File: src/include/mmu_defines.svh
`ifndef MMU_DEFINES_SVH
`define MMU_DEFINES_SVH

// TLB size
`define MMU_NUM_WAYS 8

// Field widths
`define MMU_VPN_W 6
`define MMU_PPN_W 12
`define MMU_ASID_W 4

// Cycles the walker waits for a memory answer
`define MMU_MEM_TIMEOUT 64

`endif
File: src/logic/mmu_pkg.sv
`include "mmu_defines.svh"

package mmu_pkg;

    typedef logic [`MMU_VPN_W-1:0]  vpn_t;
    typedef logic [`MMU_PPN_W-1:0]  ppn_t;
    typedef logic [`MMU_ASID_W-1:0] asid_t;

    // Page permissions, 5 bits
    typedef struct packed {
        logic valid;
        logic readable;
        logic writable;
        logic executable;
        logic is_global;
    } page_prot_t;

    // Page table word as stored in memory
    typedef struct packed {
        ppn_t       ppn;
        logic       unused;
        page_prot_t prot;
    } pte_t;

    typedef enum logic [1:0] {
        ACC_READ  = 2'd0,
        ACC_WRITE = 2'd1,
        ACC_EXEC  = 2'd2
    } access_e;

    typedef enum logic [1:0] {
        CTRL_IDLE   = 2'd0,
        CTRL_LOOKUP = 2'd1,
        CTRL_WALK   = 2'd2
    } ctrl_state_e;

    typedef enum logic {
        WALK_IDLE = 1'b0,
        WALK_WAIT = 1'b1
    } walk_state_e;

endpackage

File: src/logic/tlb_if.sv
`timescale 1ns/1ps

// Lookup request pulse and registered response
interface tlb_lookup_if;
    logic                req_valid;
    mmu_pkg::asid_t      req_asid;
    mmu_pkg::vpn_t       req_vpn;
    logic                resp_hit;
    mmu_pkg::ppn_t       resp_ppn;
    mmu_pkg::page_prot_t resp_perm;

    modport requester (
        output req_valid, req_asid, req_vpn,
        input  resp_hit, resp_ppn, resp_perm
    );

    modport responder (
        input  req_valid, req_asid, req_vpn,
        output resp_hit, resp_ppn, resp_perm
    );
endinterface

// Refill pulse with the new entry
interface tlb_refill_if;
    logic                refill_valid;
    mmu_pkg::asid_t      refill_asid;
    mmu_pkg::vpn_t       refill_vpn;
    mmu_pkg::ppn_t       refill_ppn;
    mmu_pkg::page_prot_t refill_perm;

    modport source (
        output refill_valid, refill_asid, refill_vpn, refill_ppn, refill_perm
    );

    modport sink (
        input  refill_valid, refill_asid, refill_vpn, refill_ppn, refill_perm
    );
endinterface

File: src/logic/mmu_top.sv
`timescale 1ns/1ps

module mmu_top (
    input  logic             clk_i,
    input  logic             rst_ni,

    input  logic             req_valid_i,
    input  mmu_pkg::vpn_t    req_vpn_i,
    input  mmu_pkg::asid_t   req_asid_i,
    input  mmu_pkg::access_e req_access_i,
    output logic             busy_o,
    output logic             resp_valid_o,
    output mmu_pkg::ppn_t    resp_ppn_o,
    output logic             resp_fault_o,

    input  logic             flush_i,
    output logic             flush_done_o,

    output logic             mem_req_o,
    output mmu_pkg::vpn_t    mem_addr_o,
    input  logic             mem_valid_i,
    input  mmu_pkg::pte_t    mem_rdata_i
);

    logic           walk_start;
    mmu_pkg::vpn_t  walk_vpn;
    mmu_pkg::asid_t walk_asid;
    logic           walk_done;
    mmu_pkg::pte_t  walk_pte;
    logic           walk_err;

    tlb_lookup_if lookup_if ();
    tlb_refill_if refill_if ();

    translate_ctrl ctrl0 (
        .clk_i        (clk_i),
        .rst_ni       (rst_ni),
        .req_valid_i  (req_valid_i),
        .req_vpn_i    (req_vpn_i),
        .req_asid_i   (req_asid_i),
        .req_access_i (req_access_i),
        .busy_o       (busy_o),
        .resp_valid_o (resp_valid_o),
        .resp_ppn_o   (resp_ppn_o),
        .resp_fault_o (resp_fault_o),
        .lookup       (lookup_if.requester),
        .walk_start_o (walk_start),
        .walk_vpn_o   (walk_vpn),
        .walk_asid_o  (walk_asid),
        .walk_done_i  (walk_done),
        .walk_pte_i   (walk_pte),
        .walk_err_i   (walk_err)
    );

    tlb tlb0 (
        .clk_i        (clk_i),
        .rst_ni       (rst_ni),
        .lookup       (lookup_if.responder),
        .refill       (refill_if.sink),
        .flush_req_i  (flush_i),
        .flush_resp_o (flush_done_o)
    );

    page_walker walker0 (
        .clk_i        (clk_i),
        .rst_ni       (rst_ni),
        .walk_start_i (walk_start),
        .walk_vpn_i   (walk_vpn),
        .walk_asid_i  (walk_asid),
        .walk_done_o  (walk_done),
        .walk_pte_o   (walk_pte),
        .walk_err_o   (walk_err),
        .mem_req_o    (mem_req_o),
        .mem_addr_o   (mem_addr_o),
        .mem_valid_i  (mem_valid_i),
        .mem_rdata_i  (mem_rdata_i),
        .refill       (refill_if.source)
    );

endmodule

File: src/logic/translate_ctrl.sv
`timescale 1ns/1ps

module translate_ctrl (
    input  logic               clk_i,
    input  logic               rst_ni,

    input  logic               req_valid_i,
    input  mmu_pkg::vpn_t      req_vpn_i,
    input  mmu_pkg::asid_t     req_asid_i,
    input  mmu_pkg::access_e   req_access_i,
    output logic               busy_o,
    output logic               resp_valid_o,
    output mmu_pkg::ppn_t      resp_ppn_o,
    output logic               resp_fault_o,

    tlb_lookup_if.requester    lookup,

    output logic               walk_start_o,
    output mmu_pkg::vpn_t      walk_vpn_o,
    output mmu_pkg::asid_t     walk_asid_o,
    input  logic               walk_done_i,
    input  mmu_pkg::pte_t      walk_pte_i,
    input  logic               walk_err_i
);

    mmu_pkg::ctrl_state_e state_q, state_d;
    logic                 sent_q, sent_d;
    logic                 accept;

    mmu_pkg::vpn_t        vpn_q;
    mmu_pkg::asid_t       asid_q;
    mmu_pkg::access_e     access_q;

    mmu_pkg::ppn_t        chk_ppn;
    mmu_pkg::page_prot_t  chk_prot;
    logic                 allowed;
    logic                 fault;

    ////////////////////////////////////////////////////////////////////////////
    // Sequencing
    ////////////////////////////////////////////////////////////////////////////

    // A new request may arrive in the response cycle
    assign accept = req_valid_i && (state_q == mmu_pkg::CTRL_IDLE || resp_valid_o);

    assign resp_valid_o =
        (state_q == mmu_pkg::CTRL_LOOKUP && sent_q && lookup.resp_hit) ||
        (state_q == mmu_pkg::CTRL_WALK && walk_done_i);

    assign busy_o = (state_q != mmu_pkg::CTRL_IDLE) && !resp_valid_o;

    assign walk_start_o = state_q == mmu_pkg::CTRL_LOOKUP && sent_q && !lookup.resp_hit;
    assign walk_vpn_o   = vpn_q;
    assign walk_asid_o  = asid_q;

    assign lookup.req_valid = state_q == mmu_pkg::CTRL_LOOKUP && !sent_q;
    assign lookup.req_vpn   = vpn_q;
    assign lookup.req_asid  = asid_q;

    always_comb begin
        state_d = state_q;
        sent_d  = sent_q;
        if (state_q == mmu_pkg::CTRL_LOOKUP && !sent_q) begin
            sent_d = 1'b1;
        end
        if (walk_start_o) begin
            state_d = mmu_pkg::CTRL_WALK;
        end
        if (resp_valid_o) begin
            state_d = mmu_pkg::CTRL_IDLE;
        end
        if (accept) begin
            state_d = mmu_pkg::CTRL_LOOKUP;
            sent_d  = 1'b0;
        end
    end

    always_ff @(posedge clk_i or negedge rst_ni) begin
        if (!rst_ni) begin
            state_q <= mmu_pkg::CTRL_IDLE;
            sent_q  <= 1'b0;
        end else begin
            state_q <= state_d;
            sent_q  <= sent_d;
        end
    end

    // Request held while busy
    always_ff @(posedge clk_i) begin
        if (accept) begin
            vpn_q    <= req_vpn_i;
            asid_q   <= req_asid_i;
            access_q <= req_access_i;
        end
    end

    ////////////////////////////////////////////////////////////////////////////
    // Permission check
    ////////////////////////////////////////////////////////////////////////////

    always_comb begin
        if (state_q == mmu_pkg::CTRL_WALK) begin
            chk_ppn  = walk_pte_i.ppn;
            chk_prot = walk_pte_i.prot;
        end else begin
            chk_ppn  = lookup.resp_ppn;
            chk_prot = lookup.resp_perm;
        end
        unique case (access_q)
            mmu_pkg::ACC_READ:  allowed = chk_prot.readable;
            mmu_pkg::ACC_WRITE: allowed = chk_prot.writable;
            mmu_pkg::ACC_EXEC:  allowed = chk_prot.executable;
            default:            allowed = 1'b0;
        endcase
    end

    assign fault = (state_q == mmu_pkg::CTRL_WALK && walk_err_i) ||
                   !chk_prot.valid || !allowed;

    assign resp_fault_o = fault;
    assign resp_ppn_o   = fault ? '0 : chk_ppn;

endmodule

File: src/logic/page_walker.sv
`timescale 1ns/1ps
`include "mmu_defines.svh"

module page_walker (
    input  logic               clk_i,
    input  logic               rst_ni,

    input  logic               walk_start_i,
    input  mmu_pkg::vpn_t      walk_vpn_i,
    input  mmu_pkg::asid_t     walk_asid_i,
    output logic               walk_done_o,
    output mmu_pkg::pte_t      walk_pte_o,
    output logic               walk_err_o,

    output logic               mem_req_o,
    output mmu_pkg::vpn_t      mem_addr_o,
    input  logic               mem_valid_i,
    input  mmu_pkg::pte_t      mem_rdata_i,

    tlb_refill_if.source       refill
);

    localparam int TimerW = $clog2(`MMU_MEM_TIMEOUT + 1);

    mmu_pkg::walk_state_e state_q;
    logic [TimerW-1:0]    timer_q;
    logic                 refill_q;
    mmu_pkg::vpn_t        vpn_q;
    mmu_pkg::asid_t       asid_q;
    mmu_pkg::pte_t        pte_q;

    always_ff @(posedge clk_i or negedge rst_ni) begin
        if (!rst_ni) begin
            state_q     <= mmu_pkg::WALK_IDLE;
            timer_q     <= '0;
            mem_req_o   <= 1'b0;
            walk_done_o <= 1'b0;
            walk_err_o  <= 1'b0;
            refill_q    <= 1'b0;
        end else begin
            mem_req_o   <= 1'b0;
            walk_done_o <= 1'b0;
            walk_err_o  <= 1'b0;
            refill_q    <= 1'b0;
            unique case (state_q)
                mmu_pkg::WALK_IDLE: begin
                    if (walk_start_i) begin
                        mem_req_o <= 1'b1;
                        timer_q   <= '0;
                        state_q   <= mmu_pkg::WALK_WAIT;
                    end
                end
                mmu_pkg::WALK_WAIT: begin
                    if (mem_valid_i) begin
                        walk_done_o <= 1'b1;
                        // Invalid entries go back to the controller only
                        refill_q    <= mem_rdata_i.prot.valid;
                        state_q     <= mmu_pkg::WALK_IDLE;
                    end else if (timer_q == TimerW'(`MMU_MEM_TIMEOUT - 1)) begin
                        walk_done_o <= 1'b1;
                        walk_err_o  <= 1'b1;
                        state_q     <= mmu_pkg::WALK_IDLE;
                    end else begin
                        timer_q <= timer_q + 1'b1;
                    end
                end
                default: state_q <= mmu_pkg::WALK_IDLE;
            endcase
        end
    end

    // Request and entry payload
    always_ff @(posedge clk_i) begin
        if (state_q == mmu_pkg::WALK_IDLE && walk_start_i) begin
            vpn_q  <= walk_vpn_i;
            asid_q <= walk_asid_i;
        end
        if (state_q == mmu_pkg::WALK_WAIT) begin
            if (mem_valid_i) begin
                pte_q <= mem_rdata_i;
            end else if (timer_q == TimerW'(`MMU_MEM_TIMEOUT - 1)) begin
                pte_q <= '0;
            end
        end
    end

    assign mem_addr_o = vpn_q;
    assign walk_pte_o = pte_q;

    assign refill.refill_valid = refill_q;
    assign refill.refill_asid  = asid_q;
    assign refill.refill_vpn   = vpn_q;
    assign refill.refill_ppn   = pte_q.ppn;
    assign refill.refill_perm  = pte_q.prot;

endmodule

File: src/logic/tlb.sv
`timescale 1ns/1ps
`include "mmu_defines.svh"

module tlb (
    input  logic            clk_i,
    input  logic            rst_ni,
    tlb_lookup_if.responder lookup,
    tlb_refill_if.sink      refill,
    input  logic            flush_req_i,
    output logic            flush_resp_o
);

    localparam int NumWays = `MMU_NUM_WAYS;
    localparam int WaysW   = $clog2(NumWays);

    typedef struct packed {
        mmu_pkg::page_prot_t prot;
        mmu_pkg::vpn_t       vpn;
        mmu_pkg::asid_t      asid;
        mmu_pkg::ppn_t       ppn;
    } tlb_entry_t;

    tlb_entry_t          entries_q [NumWays];
    logic [NumWays-1:0]  valid_q;
    logic [WaysW-1:0]    repl_idx_q;

    logic [NumWays-1:0]  hits;
    logic                hit;
    tlb_entry_t          hit_entry;

    logic                hit_q;
    mmu_pkg::ppn_t       hit_ppn_q;
    mmu_pkg::page_prot_t hit_perm_q;

    ////////////////////////////////////////////////////////////////////////////
    // Lookup
    ////////////////////////////////////////////////////////////////////////////

    // All ways compared at once
    always_comb begin
        for (int i = 0; i < NumWays; i++) begin
            hits[i] = valid_q[i] &&
                      entries_q[i].vpn == lookup.req_vpn &&
                      (entries_q[i].asid == lookup.req_asid ||
                       entries_q[i].prot.is_global);
        end
    end

    always_comb begin
        hit       = 1'b0;
        hit_entry = '0;
        for (int i = 0; i < NumWays; i++) begin
            if (hits[i]) begin
                hit       = 1'b1;
                hit_entry = entries_q[i];
            end
        end
    end

    always_ff @(posedge clk_i or negedge rst_ni) begin
        if (!rst_ni) begin
            hit_q        <= 1'b0;
            flush_resp_o <= 1'b0;
        end else begin
            hit_q        <= lookup.req_valid && hit;
            flush_resp_o <= flush_req_i;
        end
    end

    always_ff @(posedge clk_i) begin
        if (lookup.req_valid) begin
            hit_ppn_q  <= hit_entry.ppn;
            hit_perm_q <= hit_entry.prot;
        end
    end

    assign lookup.resp_hit  = hit_q;
    assign lookup.resp_ppn  = hit_ppn_q;
    assign lookup.resp_perm = hit_perm_q;

    ////////////////////////////////////////////////////////////////////////////
    // Refill and flush
    ////////////////////////////////////////////////////////////////////////////

    always_ff @(posedge clk_i) begin
        for (int i = 0; i < NumWays; i++) begin
            if (refill.refill_valid && repl_idx_q == WaysW'(i)) begin
                entries_q[i] <= tlb_entry_t'{
                    refill.refill_perm,
                    refill.refill_vpn,
                    refill.refill_asid,
                    refill.refill_ppn
                };
            end
        end
    end

    always_ff @(posedge clk_i or negedge rst_ni) begin
        if (!rst_ni) begin
            valid_q    <= '0;
            repl_idx_q <= '0;
        end else begin
            for (int i = 0; i < NumWays; i++) begin
                if (refill.refill_valid && repl_idx_q == WaysW'(i)) begin
                    valid_q[i] <= 1'b1;
                end
            end
            // Flush wins over a refill on the same edge
            if (flush_req_i) begin
                valid_q <= '0;
            end
            if (refill.refill_valid) begin
                repl_idx_q <= (repl_idx_q == WaysW'(NumWays - 1)) ? '0 : repl_idx_q + 1'b1;
            end
        end
    end

endmodule

File: config.mk
export PLATFORM = sky130hd
export DESIGN_NAME = mmu_top
export DESIGN_NICKNAME = d
export VERILOG_FILES = /design/src/logic/mmu_pkg.sv /design/src/logic/tlb_if.sv /design/src/logic/mmu_top.sv /design/src/logic/translate_ctrl.sv /design/src/logic/page_walker.sv /design/src/logic/tlb.sv
export VERILOG_INCLUDE_DIRS = /design/src /design/src/include
export SDC_FILE = /design/constraint.sdc
export NUM_CORES = 1
export LEC_CHECK = 0
export ABC_AREA = 1
export BUFFER_PORTS_ARGS = -buffer_cell sky130_fd_sc_hd__buf_4
export CORE_MARGIN = 2
export CORE_UTILIZATION = 30
export CTS_CLUSTER_DIAMETER = 150
export DETAILED_ROUTE_END_ITERATION = 8
export MAX_ROUTING_LAYER = met4
export SETUP_SLACK_MARGIN = 0.02
export SLEW_MARGIN = 20
export SYNTH_ARGS = -nofsm -noshare
export SYNTH_HDL_FRONTEND = slang
export SYNTH_SLANG_ARGS = --single-unit
File: constraint.sdc
create_clock -name clk_i -period 2.8 [get_ports clk_i]
set_input_delay 0.42 -clock clk_i [delete_from_list [all_inputs] [get_ports clk_i]]
set_output_delay 0.42 -clock clk_i [all_outputs]
set_load 0.03 [all_outputs]
# After elaboration in Yosys (flattened, before gate mapping)

Memory sizes are Yosys's and may differ from the RTL's.
Index checks and enable logic that the tools add are counted.

Bitwise operators: 1
Add/sub/neg operators: 2
Reductions and logical operators: 75
Multiplexer cells: 90
Equality and inequality tests: 31

Operators with widths:

| cell                                                            | number |
|---|---|
| 27-bit two-way mux                                              | 15 |
| 27-bit OR reduction                                             | 7 |
| 1-bit two-way mux                                               | 52 |
| 6-bit == test                                                   | 8 |
| 18-bit two-way mux                                              | 2 |
| 1-bit logical AND                                               | 34 |
| 4-bit == test                                                   | 8 |
| 12-bit two-way mux                                              | 2 |
| 3-bit two-way mux                                               | 8 |
| 2-bit nonzero test                                              | 11 |
| 7-bit two-way mux                                               | 3 |
| 7-bit case mux with 2 select lines                              | 1 |
| 3-bit == test, second input constant                            | 4 |
| 1-bit logical OR                                                | 12 |
| 8-bit two-way mux                                               | 1 |
| 7-bit by 1-bit adder with 7-bit output, second input constant   | 1 |
| 7-bit by 6-bit == test with 1-bit output, second input constant | 1 |
| 3-bit by 2-bit == test with 1-bit output, second input constant | 2 |
| 2-bit two-way mux                                               | 3 |
| 1-bit zero test                                                 | 5 |
| 5-bit two-way mux                                               | 1 |
| 2-bit by 1-bit == test with 1-bit output, second input constant | 2 |
| 2-bit == test, second input constant                            | 2 |
| 2-bit zero test                                                 | 2 |
| 11 further kinds                                                | 12 |

Word-level logic and storage cells: 236
Output and inout port bits: 23
Memory bits (writable): 216
Register bits: 84
Input bits: 35
Memories: 1

Memory list:

| memory         | depth | width | read ports | clocked after Yosys merged registers in | wr ports | line      | text |
|---|---|---|---|---|---|---|---|
| tlb0.entries_q | 8     | 27    | 8          | 0                                       | 1        | tlb.sv:23 | `tlb_entry_t entries_q [NumWays];` |

# Longest topological paths before layout

Gate-level depths: netlist (run 1).

Depth in word-level cells: 12
Gate-level depth with buffers: 18
Depth with buffers taken out: 17

# Hierarchy

A second synthesis (run 1) with hierarchy kept.

Cells, all modules: 1257
Area total of the unflattened synthesis: 13430.4 um^2

By module, submodules not included:

| module         | instances | area each (um^2) | seq. area each (um^2) | cells an instance |
|---|---|---|---|---|
| tlb            | 1         | 10686.5          | 7322.0                | 959 |
| page_walker    | 1         | 1779.2           | 1141.1                | 165 |
| translate_ctrl | 1         | 964.7            | 435.4                 | 133 |

# Least setup slack after synthesis (run 1)

OpenSTA, ideal clock, no wires.

Path kind: register to output
Start: register ctrl0.state_q[0]
End: output port resp_ppn_o[10]
Data arrival time: 1917 ps
Stages on the path, launching flop included: 8
Setup slack: 463 ps
Data required time: 2380 ps
Cells stage by stage: dfrtp_1 > nor2_1 > inv_1 > o21ai_0 > nand2_1 > o2111ai_1 > clkbuf_1 > a21oi_1

Cells in the longest elaborated chain, start to end: 6

RTL lines:

| element                                                               | line                                         | text |
|---|---|---|
| start, declared                                                       | translate_ctrl.sv:26                         | `mmu_pkg::ctrl_state_e state_q, state_d;` |
| start signal, assigned                                                | translate_ctrl.sv:80                         | `state_q <= mmu_pkg::CTRL_IDLE;` |
| start signal, assigned                                                | translate_ctrl.sv:83                         | `state_q <= state_d;` |
| 2-bit == test *                                                       | translate_ctrl.sv:102, translate_ctrl.sv:117 |  |
| 5-bit two-way mux                                                     | translate_ctrl.sv:102                        | `if (state_q == mmu_pkg::CTRL_WALK) begin` |
| 1-bit case mux with 3 select lines or 1-bit zero test (tied branches) | translate_ctrl.sv:109, translate_ctrl.sv:118 |  |
| 1-bit zero test or 1-bit logical OR (tied branches)                   | translate_ctrl.sv:118, translate_ctrl.sv:117 |  |
| 1-bit logical OR *                                                    | translate_ctrl.sv:118                        | `!chk_prot.valid \|\| !allowed;` |
| named net resp_fault_o                                                | mmu_top.sv:14                                | `output logic resp_fault_o,` |
| 12-bit two-way mux *                                                  | translate_ctrl.sv:121                        | `assign resp_ppn_o = fault ? '0 : chk_ppn;` |
| end, declared                                                         | mmu_top.sv:13                                | `output mmu_pkg::ppn_t resp_ppn_o,` |

Mark *: on every way through the listed nets, which the timed path passes. The rest lies on a longest branch.

# Final worst setup path (run 1)

Start: register ctrl0.state_q[0]
End: output port resp_ppn_o[3]

Cells in the longest elaborated chain, start to end: 6

RTL lines:

| element                                                               | line |
|---|---|
| 2-bit == test *                                                       | translate_ctrl.sv:102, translate_ctrl.sv:117 |
| 5-bit two-way mux                                                     | translate_ctrl.sv:102 |
| 1-bit case mux with 3 select lines or 1-bit zero test (tied branches) | translate_ctrl.sv:109, translate_ctrl.sv:118 |
| 1-bit zero test or 1-bit logical OR (tied branches)                   | translate_ctrl.sv:118, translate_ctrl.sv:117 |
| 1-bit logical OR                                                      | translate_ctrl.sv:118 |
| 12-bit two-way mux *                                                  | translate_ctrl.sv:121 |

Every way passes the cells marked *; elsewhere a longest branch is shown, timed or not.

==> impl_metrics.ini, run 1 <==
[finish]
fin_area_sq_um = 15000
multi_input_comb_area_sq_um = 3070
final_cell_mix = nand2_1 (331), edfxtp_1 (271), inv_1 (156), nor2_1 (100), buf_4 (92)
fin_util_pct = 35.9
final_cells = 1817
antenna_cells = 0
finalNetCount = 1296
drive_above_1_share_pct = 13.6
fillCellCount = 4077
final_common_cell = nand2_1
seqCellArea_sq_um = 8840
syn_to_final_growth_pct = 18.5

[placement]
portBuffers = 56
dp_hpwl_um = 18800
postPlaceCellArea_sq_um = 13900
pre_cts_slack_ns = 0.294
dpl.cell_count = 1758
place.gp.congestion = 0.832

[setup_path]
arrival_ns = 2.20
r2r_start = ctrl0.lookup.req_vpn[4]
r2r_cells = 13
r2r_slack_ns = 0.31
crit_type = register to primary output
cp-start-kind = register
crit_required_ns = 2.38
worstReg2RegEnd = tlb0.lookup.resp_perm[1]
cp_max_fo = 13
endpoint_kind = primary output

[grt]
grt_use_total_pct = 13.2
grt_overflow_total = 0
antenna_found_initial = 0
grt_pass1_wl_um = 44100
grt_max_degree = 29
grt_pass1_vias = 7883

[timing]
timing.final.crit_share_pct = 93.7
tightest_slew_ns = 0.577
fmaxAchievable_mhz = 381
hold_viol = 0
period_minus_slack_ns = 2.62
fin_ws_ns = 0.177
fin_setup_tns_ns = 0
drv_slew = 0
relSlewSlack_pct = 61.5
whs_ns = 0.0258
rsz0062_at_grt = false
finalClockSkew_ns = 0.0219
finalSetupViolations = 0

[floorplan]
die_h_um = 210
num_io_pins = 58
initial_core_util_pct = 30.3
die_w_um = 210
core_area_sq_um = 41900
dieArea_sq_um = 44000
fp-row-count = 75

[synthesis]
yosysTopAreaCellShare_pct = 64.1
yosysWarnings = 0
avgSynthCellArea_sq_um = 11.0
synth_nets = 1195
yosysSeqAreaShare_pct = 69.6
yosysUniqueCellTypes = 41
synthTopCellsByArea = edfxtp_1 (64%), nand2_1 (9.8%), dfrtp_1 (5.5%), inv_1 (4.6%), nor2_1 (3.2%)
syn_area_sq_um = 12700
ys_seq_elements = 299
yosysTopAreaCell = edfxtp_1
synthCells = 1153

[detailed_routing]
via_per_inst = 4.38
antenna_left = 0
routed_wirelength_um = 28100
num_vias = 7955
remaining_drc_errors = 0
drt_first_pass_iters = 5
detail_route.wl_per_cell_um = 15.5
drt-initial-drc-count = 531

[hold_path]
hold-path-endpoint = ctrl0.lookup.req_asid[0]
hp-class = input pin to register
hold_start = req_asid_i[0]
hold_depth = 1

[clocking]
insertion_delay_ns = 0.58
post_cts_buffers = 0
cts_made_buffers = 30
cts_tree = built
clockRootBuffer = clkbuf_16
clockBufferDepth = 3
cts_sinks = 299
htreeDepth = 1
clk_pin_slew_ns = 0.07

[status]
outcome = finished, final reports clean

[power]
p_total_mw = 11.2
p_leak_nw = 6.13
vdd_drop_max_v = 0.000381
power.density_nw_per_um2 = 745

[flow_run]
maxCapViolations = 0
[registers in the layout, summed over array words and instances, names as in the netlist, 5 cells and up]
signal,cells
ctrl0.lookup.req_vpn,6
tlb0.entries_q,216
tlb0.lookup.resp_ppn,12
tlb0.valid_q,8
walker0.mem_addr_o,6
walker0.refill.refill_perm,5
walker0.refill.refill_ppn,12
walker0.timer_q,7
[cells by family (layout without fill, tap and decap cells)]
kind of cell	after synthesis	in the layout	share of synthesized area, %
and+or+nand+nor	518	518	16.6
DFF	299	299	69.6
buffers and inverters	195	320	6.48
AOI/OAI and AO/OA	105	105	4.60
xor gates and xnor gates	29	29	2.00
adders and majority gates	7	7	0.690
[what timing repair did]
item / CTS / global route
resized for setup: 3 / 3
endpoints found under the hold margin: 30 / 0
gates cloned: 0 / 0
hold buffers: 3 / 0
endpoints found under the setup margin: 8 / 5
[routing by layer]
metal  part of all wire (%)  GRT usage, %
met5                      0             -
met1                     44          16.5
met2                     50          22.8
met3                    3.2          1.23
met4                    2.2          4.13
[how the worst max path moves through the flow]
stage,start,endpoint,slack [ns],cells past startpoint
6_report,ctrl0.state_q[0],resp_ppn_o[3],0.18,8
5_1_grt,ctrl0.state_q[1],resp_ppn_o[7],0.02,8
4_1_cts,ctrl0.state_q[0],resp_ppn_o[2],0.05,8
3_5_place_dp,ctrl0.lookup.req_asid[1],tlb0.lookup.resp_perm[4],0.29,12
3_3_place_gp,ctrl0.lookup.req_asid[1],tlb0.lookup.resp_perm[4],0.31,12
2_1_floorplan,ctrl0.state_q[0],resp_ppn_o[10],0.46,7
[power by group]
part / internal [mW] / leakage, nW / switching, mW
Clock: 2.54 / 0.496 / 1.68
Combinational: 0.463 / 2.81 / 0.931
Sequential: 5.29 / 2.83 / 0.292
Total: 8.29 / 6.13 / 2.91
[cell usage after synthesis (all sizes together)]
library cell and instances:
ha 7, a21oi 40, a22o 1, xor2 10, a221oi 1, a211oi 1
xnor2 19, or2 11, edfxtp 271, a32o 1, a22oi 1, nand3b 3
nand4 5, a21boi 1, dfrtp 28, clkbuf 9, and3 5, inv 164
nand2 338, o22ai 2, buf 22, o21bai 3, o2111ai 4, a41o 2
nor3 5, o221ai 1, nor2 111, o21ai 47, nor4 1, nand3 36
nor3b 2, and2 1
[worst max-delay path, stage by stage, from the launching register on]
cell,delay [ns]
dfrtp_1,0.42
nor2_4,0.16
buf_6,0.19
nand2_1,0.07
nand4_1,0.09
o2111ai_1,0.12
buf_4,0.22
a21oi_1,0.17
buf_4,0.19
[cell type report]
type,count,share of cell area [%]
Clock inverter,15,1.67
Sequential cell,299,58.7
Multi-Input combinational cell,659,20.4
Timing Repair Buffer,100,5.34
Tap cell,539,4.48
Inverter,164,4.09
Clock buffer,41,5.26
No activity file was read; power rests on OpenSTA's default activity.
==> run 2, diff against run 1 <==
RECOVER_POWER = 25   (was not set)
SLEW_MARGIN = not set   (was 20)
clock period = 2.5 ns   (was 2.8 ns; I/O delays follow)
==> impl_metrics.ini, run 2 (synthesis gave the netlist of run 1 again) <==
[clocking]
cts_made_buffers = 28
cts_tree = built
clk_pin_slew_ns = 0.06
clockRootBuffer = clkbuf_16
clockBufferDepth = 3
insertion_delay_ns = 0.56
htreeDepth = 1
cts_sinks = 299

[timing]
tightest_slew_ns = 1.55
timing.final.crit_share_pct = 96.4
finalSetupViolations = 0
drv_slew = 29
fmaxAchievable_mhz = 415
rsz0062_at_grt = true
relSlewSlack_pct = -3.04
hold_viol = 0
period_minus_slack_ns = 2.41
fin_setup_tns_ns = 0
finalClockSkew_ns = 0.0217

[detailed_routing]
routed_wirelength_um = 28600
detail_route.wl_per_cell_um = 15.5
drt_first_pass_iters = 5
via_per_inst = 4.43
drt-initial-drc-count = 540
remaining_drc_errors = 0
antenna_left = 0
num_vias = 8185

[status]
outcome = finished, violations left
violations = capacitance limit, slew limit

[placement]
portBuffers = 56
dp_hpwl_um = 19200
place.gp.congestion = 0.793

[grt]
use_met2_pct = 23.3
grt_use_total_pct = 13.5
grtUsageMet3_pct = 1.35
busiest_layer = met2
grt_pass1_wl_um = 44800
grt_overflow_total = 0
antenna_found_initial = 0
grt_pass1_vias = 8090
gr-usage-met1_pct = 17.1
grt_max_degree = 29

[finish]
top_register = tlb0.entries_q
finalNetCount = 1332
largest_register_ffs = 216
final_common_cell = nand2_1
syn_to_final_growth_pct = 20.3
final_cell_mix = nand2_1 (331), edfxtp_1 (271), inv_1 (153), nor2_1 (99), buf_4 (99)
antenna_cells = 0
drive_above_1_share_pct = 15.4

[floorplan]
core_area_sq_um = 41900
dieArea_sq_um = 44000
die_w_um = 210
die_h_um = 210
num_io_pins = 58
initial_core_util_pct = 30.3
fp-row-count = 75

[setup_path]
crit_type = register to primary output
endpoint_kind = primary output
cp-start-kind = register
crit_required_ns = 2.12
cp_max_fo = 13
arrival_ns = 2.03

[power]
power.density_nw_per_um2 = 794
vdd_drop_max_v = 0.000542
p_leak_nw = 6.26
p_total_mw = 12.1

[flow_run]
maxCapViolations = 1

[hold_path]
hp-class = input pin to register
-- run 2: changes by cell type in the layout (fill, tap and decap cells not counted), sizes merged --
cell | before | now
buf | 97 | 108
bufinv | 6 | 2
clkbuf | 41 | 58
clkinvlp | 2 | 0
dlygate4sd3 | 3 | 13
-- run 2: power breakdown --
group,internal [mW],switching [mW]
Combinational,0.569,1.09
Clock,2.47,1.78
Sequential,5.92,0.302
Total,8.96,3.17
-- run 2: final timing paths --
check | start | to | slack (ns) | cells after the start
min reg2reg | walker0.timer_q[6] | walker0.timer_q[6] | 0.51 | 2
max in group asynchronous | rst_ni | walker0.timer_q[3] | 0.85 | 2
min in group asynchronous | rst_ni | ctrl0.state_q[0] | 0.74 | 2
max reg2reg | ctrl0.lookup.req_vpn[1] | tlb0.lookup.resp_ppn[10] | 0.21 | 14
max | ctrl0.state_q[1] | resp_ppn_o[2] | 0.09 | 9
min | req_valid_i | ctrl0.state_q[0] | 0.06 | 3
-- run 2: cell type report --
class,instances,area [sq um]
Multi-Input combinational cell,659,3080
Clock buffer,41,820
Sequential cell,299,8840
Clock inverter,9,103
Tap cell,539,674
Fill cell,4101,26600
Timing Repair Buffer,138,1140
Inverter,164,618
-- run 2: per-layer routing --
metal  part of all wire (%)  up-vias
met5                      0        -
met3                    3.1       33
met4                    1.6        0
li1                       -     4046
met2                     51      130
met1                     45     3976
-- run 2: through the flow --
step / setup WS [ns] / utilization [%] / area (sq um) / instances / hold WS, ns
floorplan: 0.208 / - / 12700 / 1153 / 0.0794
global placement: 0.152 / 33.8 / 14200 / 1779 / 0.315
detailed placement: 0.137 / 33.8 / 14200 / 1779 / 0.322
CTS: 0.0162 / 36.4 / 15200 / 1843 / 0.0103
global route: -0.0176 / 36.5 / 15300 / 1849 / 0.0662
finish: 0.0910 / 36.5 / 15300 / 1849 / 0.0573
-- run 2: critical path: stages, from the launching register on --
cell	delay, ns
dfrtp_1	0.38
inv_2	0.10
nor2_4	0.06
inv_2	0.09
nand2_1	0.06
nand4_1	0.08
o2111ai_1	0.15
buf_6	0.19
a21oi_1	0.16
buf_4	0.19
-- run 2: repair_timing --
| item | CTS | global route |
|---|---|---|
| pin swaps | 0 | 1 |
| hold buffers | 13 | 0 |
| endpoints found under the hold margin | 40 | 0 |
| resized for setup | 5 | 8 |
| endpoints found under the setup margin | 13 | 26 |
| setup buffers | 1 | 6 |
==> run 3, diff against run 2 <==
CORE_ASPECT_RATIO = 0.5   (was not set)
GPL_TIMING_DRIVEN = 1   (was not set)
clock period = 3 ns   (was 2.5 ns; I/O delays follow)
==> impl_metrics.ini, run 3 (synthesis gave the netlist of run 1 again) <==
[clocking]
clk_pin_slew_ns = 0.06
post_cts_buffers = 0
cts_made_buffers = 31
clockBufferDepth = 3
htreeDepth = 1
clockRootBuffer = clkbuf_16
cts_sinks = 299
insertion_delay_ns = 0.55
cts_tree = built

[finish]
multi_input_comb_area_sq_um = 3110
final_common_cell = nand2_1
seqCellArea_sq_um = 8840
final_cell_mix = nand2_1 (331), edfxtp_1 (271), inv_1 (156), nor2_1 (100), buf_4 (84)
top_register = tlb0.entries_q
syn_to_final_growth_pct = 18.6
fin_area_sq_um = 15100
fillCellCount = 4064
fin_util_pct = 36.0
antenna_cells = 0
largest_register_ffs = 216
drive_above_1_share_pct = 13.9
finalNetCount = 1300

[setup_path]
crit_buf_inv = 3
crit_type = register to primary output
slowest_stage = dfrtp_1
max_stage_delay_ns = 0.41
r2r_start = ctrl0.lookup.req_vpn[4]
arrival_ns = 2.38
r2r_slack_ns = 0.39
critPathTopFamily = buffers and inverters
worstReg2RegEnd = tlb0.lookup.resp_perm[3]
crit_top_cell = buf_4
endpoint_kind = primary output
r2r_cells = 17
cp_max_fo = 7
crit_required_ns = 2.55
cp-start-kind = register
path_cells = nor2_2 > buf_4 > nand2_1 > nand4_1 > o2111ai_4 > buf_4 > a21oi_1 > buf_4

[floorplan]
initial_core_util_pct = 30.3
dieArea_sq_um = 44100
fp-row-count = 53
die_h_um = 149
num_io_pins = 58
core_area_sq_um = 41800
die_w_um = 295

[flow_run]
maxCapViolations = 1

[grt]
antenna_found_initial = 0
grt_use_total_pct = 13.7
grt_pass1_wl_um = 45000
grt_max_degree = 29
grt_overflow_total = 0
grt_pass1_vias = 8017

[hold_path]
hold_start = req_vpn_i[3]
hold_depth = 1
hp-class = input pin to register
hold-path-endpoint = ctrl0.lookup.req_vpn[3]

[timing]
period_minus_slack_ns = 2.83
relSlewSlack_pct = -5.66
rsz0062_at_grt = false
tightest_slew_ns = 1.58
timing.final.crit_share_pct = 94.2
finalSetupViolations = 0
drv_slew = 29
fin_setup_tns_ns = 0
finalClockSkew_ns = 0.00659
hold_viol = 0
fmaxAchievable_mhz = 354

[detailed_routing]
antenna_left = 0
via_per_inst = 4.34
detail_route.wl_per_cell_um = 15.6
routed_wirelength_um = 29000
num_vias = 8079
remaining_drc_errors = 0
drt_first_pass_iters = 4
drt-initial-drc-count = 601

[power]
p_total_mw = 10.3
p_leak_nw = 6.11
vdd_drop_max_v = 0.000449
power.density_nw_per_um2 = 681

[placement]
postPlaceCellArea_sq_um = 14100
place.gp.congestion = 0.825
dp_hpwl_um = 19400
portBuffers = 56

[status]
violations = capacitance limit, slew limit
outcome = finished, violations left
## run 3: cell count changes in the layout (fill, tap and decap cells not counted), moves of 3 or more
cell           change
a21oi_1            +3
a21oi_2            -3
buf_12             -5
buf_4             -15
clkbuf_16          +3
clkbuf_8           -7
clkinv_1           +5
clkinv_2           +5
dlygate4sd3_1     -12
inv_1              +3
nor2_2             -6
nor2_4             +5
## run 3: how the worst max path moves through the flow
stage | start | endpoint | slack [ns] | cells past startpoint
after CTS | ctrl0.state_q[0] | resp_ppn_o[1] | 0.07 | 7
after global placement | ctrl0.state_q[0] | resp_ppn_o[7] | 0.40 | 7
final | ctrl0.state_q[0] | resp_ppn_o[8] | 0.17 | 8
after global routing | ctrl0.state_q[0] | resp_ppn_o[8] | 0.03 | 8
after detailed placement | ctrl0.state_q[0] | resp_ppn_o[7] | 0.37 | 7
after floorplan | ctrl0.state_q[0] | resp_ppn_o[10] | 0.63 | 7
## run 3: metal layers
metal	vias up	track usage, %	wire length, um
met3	48	1.75	1300
met5	-	-	0
met1	3875	17.9	13400
li1	3988	-	-
met2	168	22.8	13600
met4	0	3.44	704
## run 3: final cells by class
class	count	area share (%)
timing repair buffer	103	5.19
clock buffer	35	5.25
multi-input combinational	659	20.6
sequential	299	58.7
clock inverter	23	1.30
tap	577	4.80
inverter	164	4.09
## run 3: repair_timing
| action | 4_1_cts | 5_1_grt |
|---|---|---|
| setup endpoints to repair | 13 | 11 |
| gates resized for setup | 3 | 1 |
| hold buffers | 1 | 0 |
| endpoints found under the hold margin | 28 | 0 |
| pin swaps | 0 | 0 |
## run 3: power by group
part / internal, mW / switching (mW) / total [mW] / leakage, nW
logic: 0.425 / 0.891 / 1.32 / 2.80
registers: 4.94 / 0.273 / 5.21 / 2.83
clock network: 2.15 / 1.58 / 3.73 / 0.488
total: 7.52 / 2.74 / 10.3 / 6.11
## run 3: per-stage QoR
step / setup WS, ns / hold slack, ns / instances
6_report: 0.175 / 0.0924 / 1860
5_1_grt: 0.0264 / 0.0660 / 1860
4_1_cts: 0.0701 / 0.0484 / 1860
3_5_place_dp: 0.370 / 0.399 / 1801
3_3_place_gp: 0.404 / 0.395 / 1801
2_1_floorplan: 0.633 / 0.154 / 1153
## run 3: worst reg2reg max path, stage by stage, from the launching register on
cell      delay [ns]
edfxtp_1        0.63
inv_2           0.15
nand2_1         0.09
nand2_1         0.05
nor2_1          0.08
nand2_1         0.10
nor2_2          0.19
nand2_1         0.25
inv_2           0.28
nand3b_1        0.11
nand2_1         0.09
inv_1           0.05
nand2_1         0.07
nand2_1         0.06
nand2_1         0.06
nand2_1         0.05
nand2_1         0.05
nand2_1         0.04
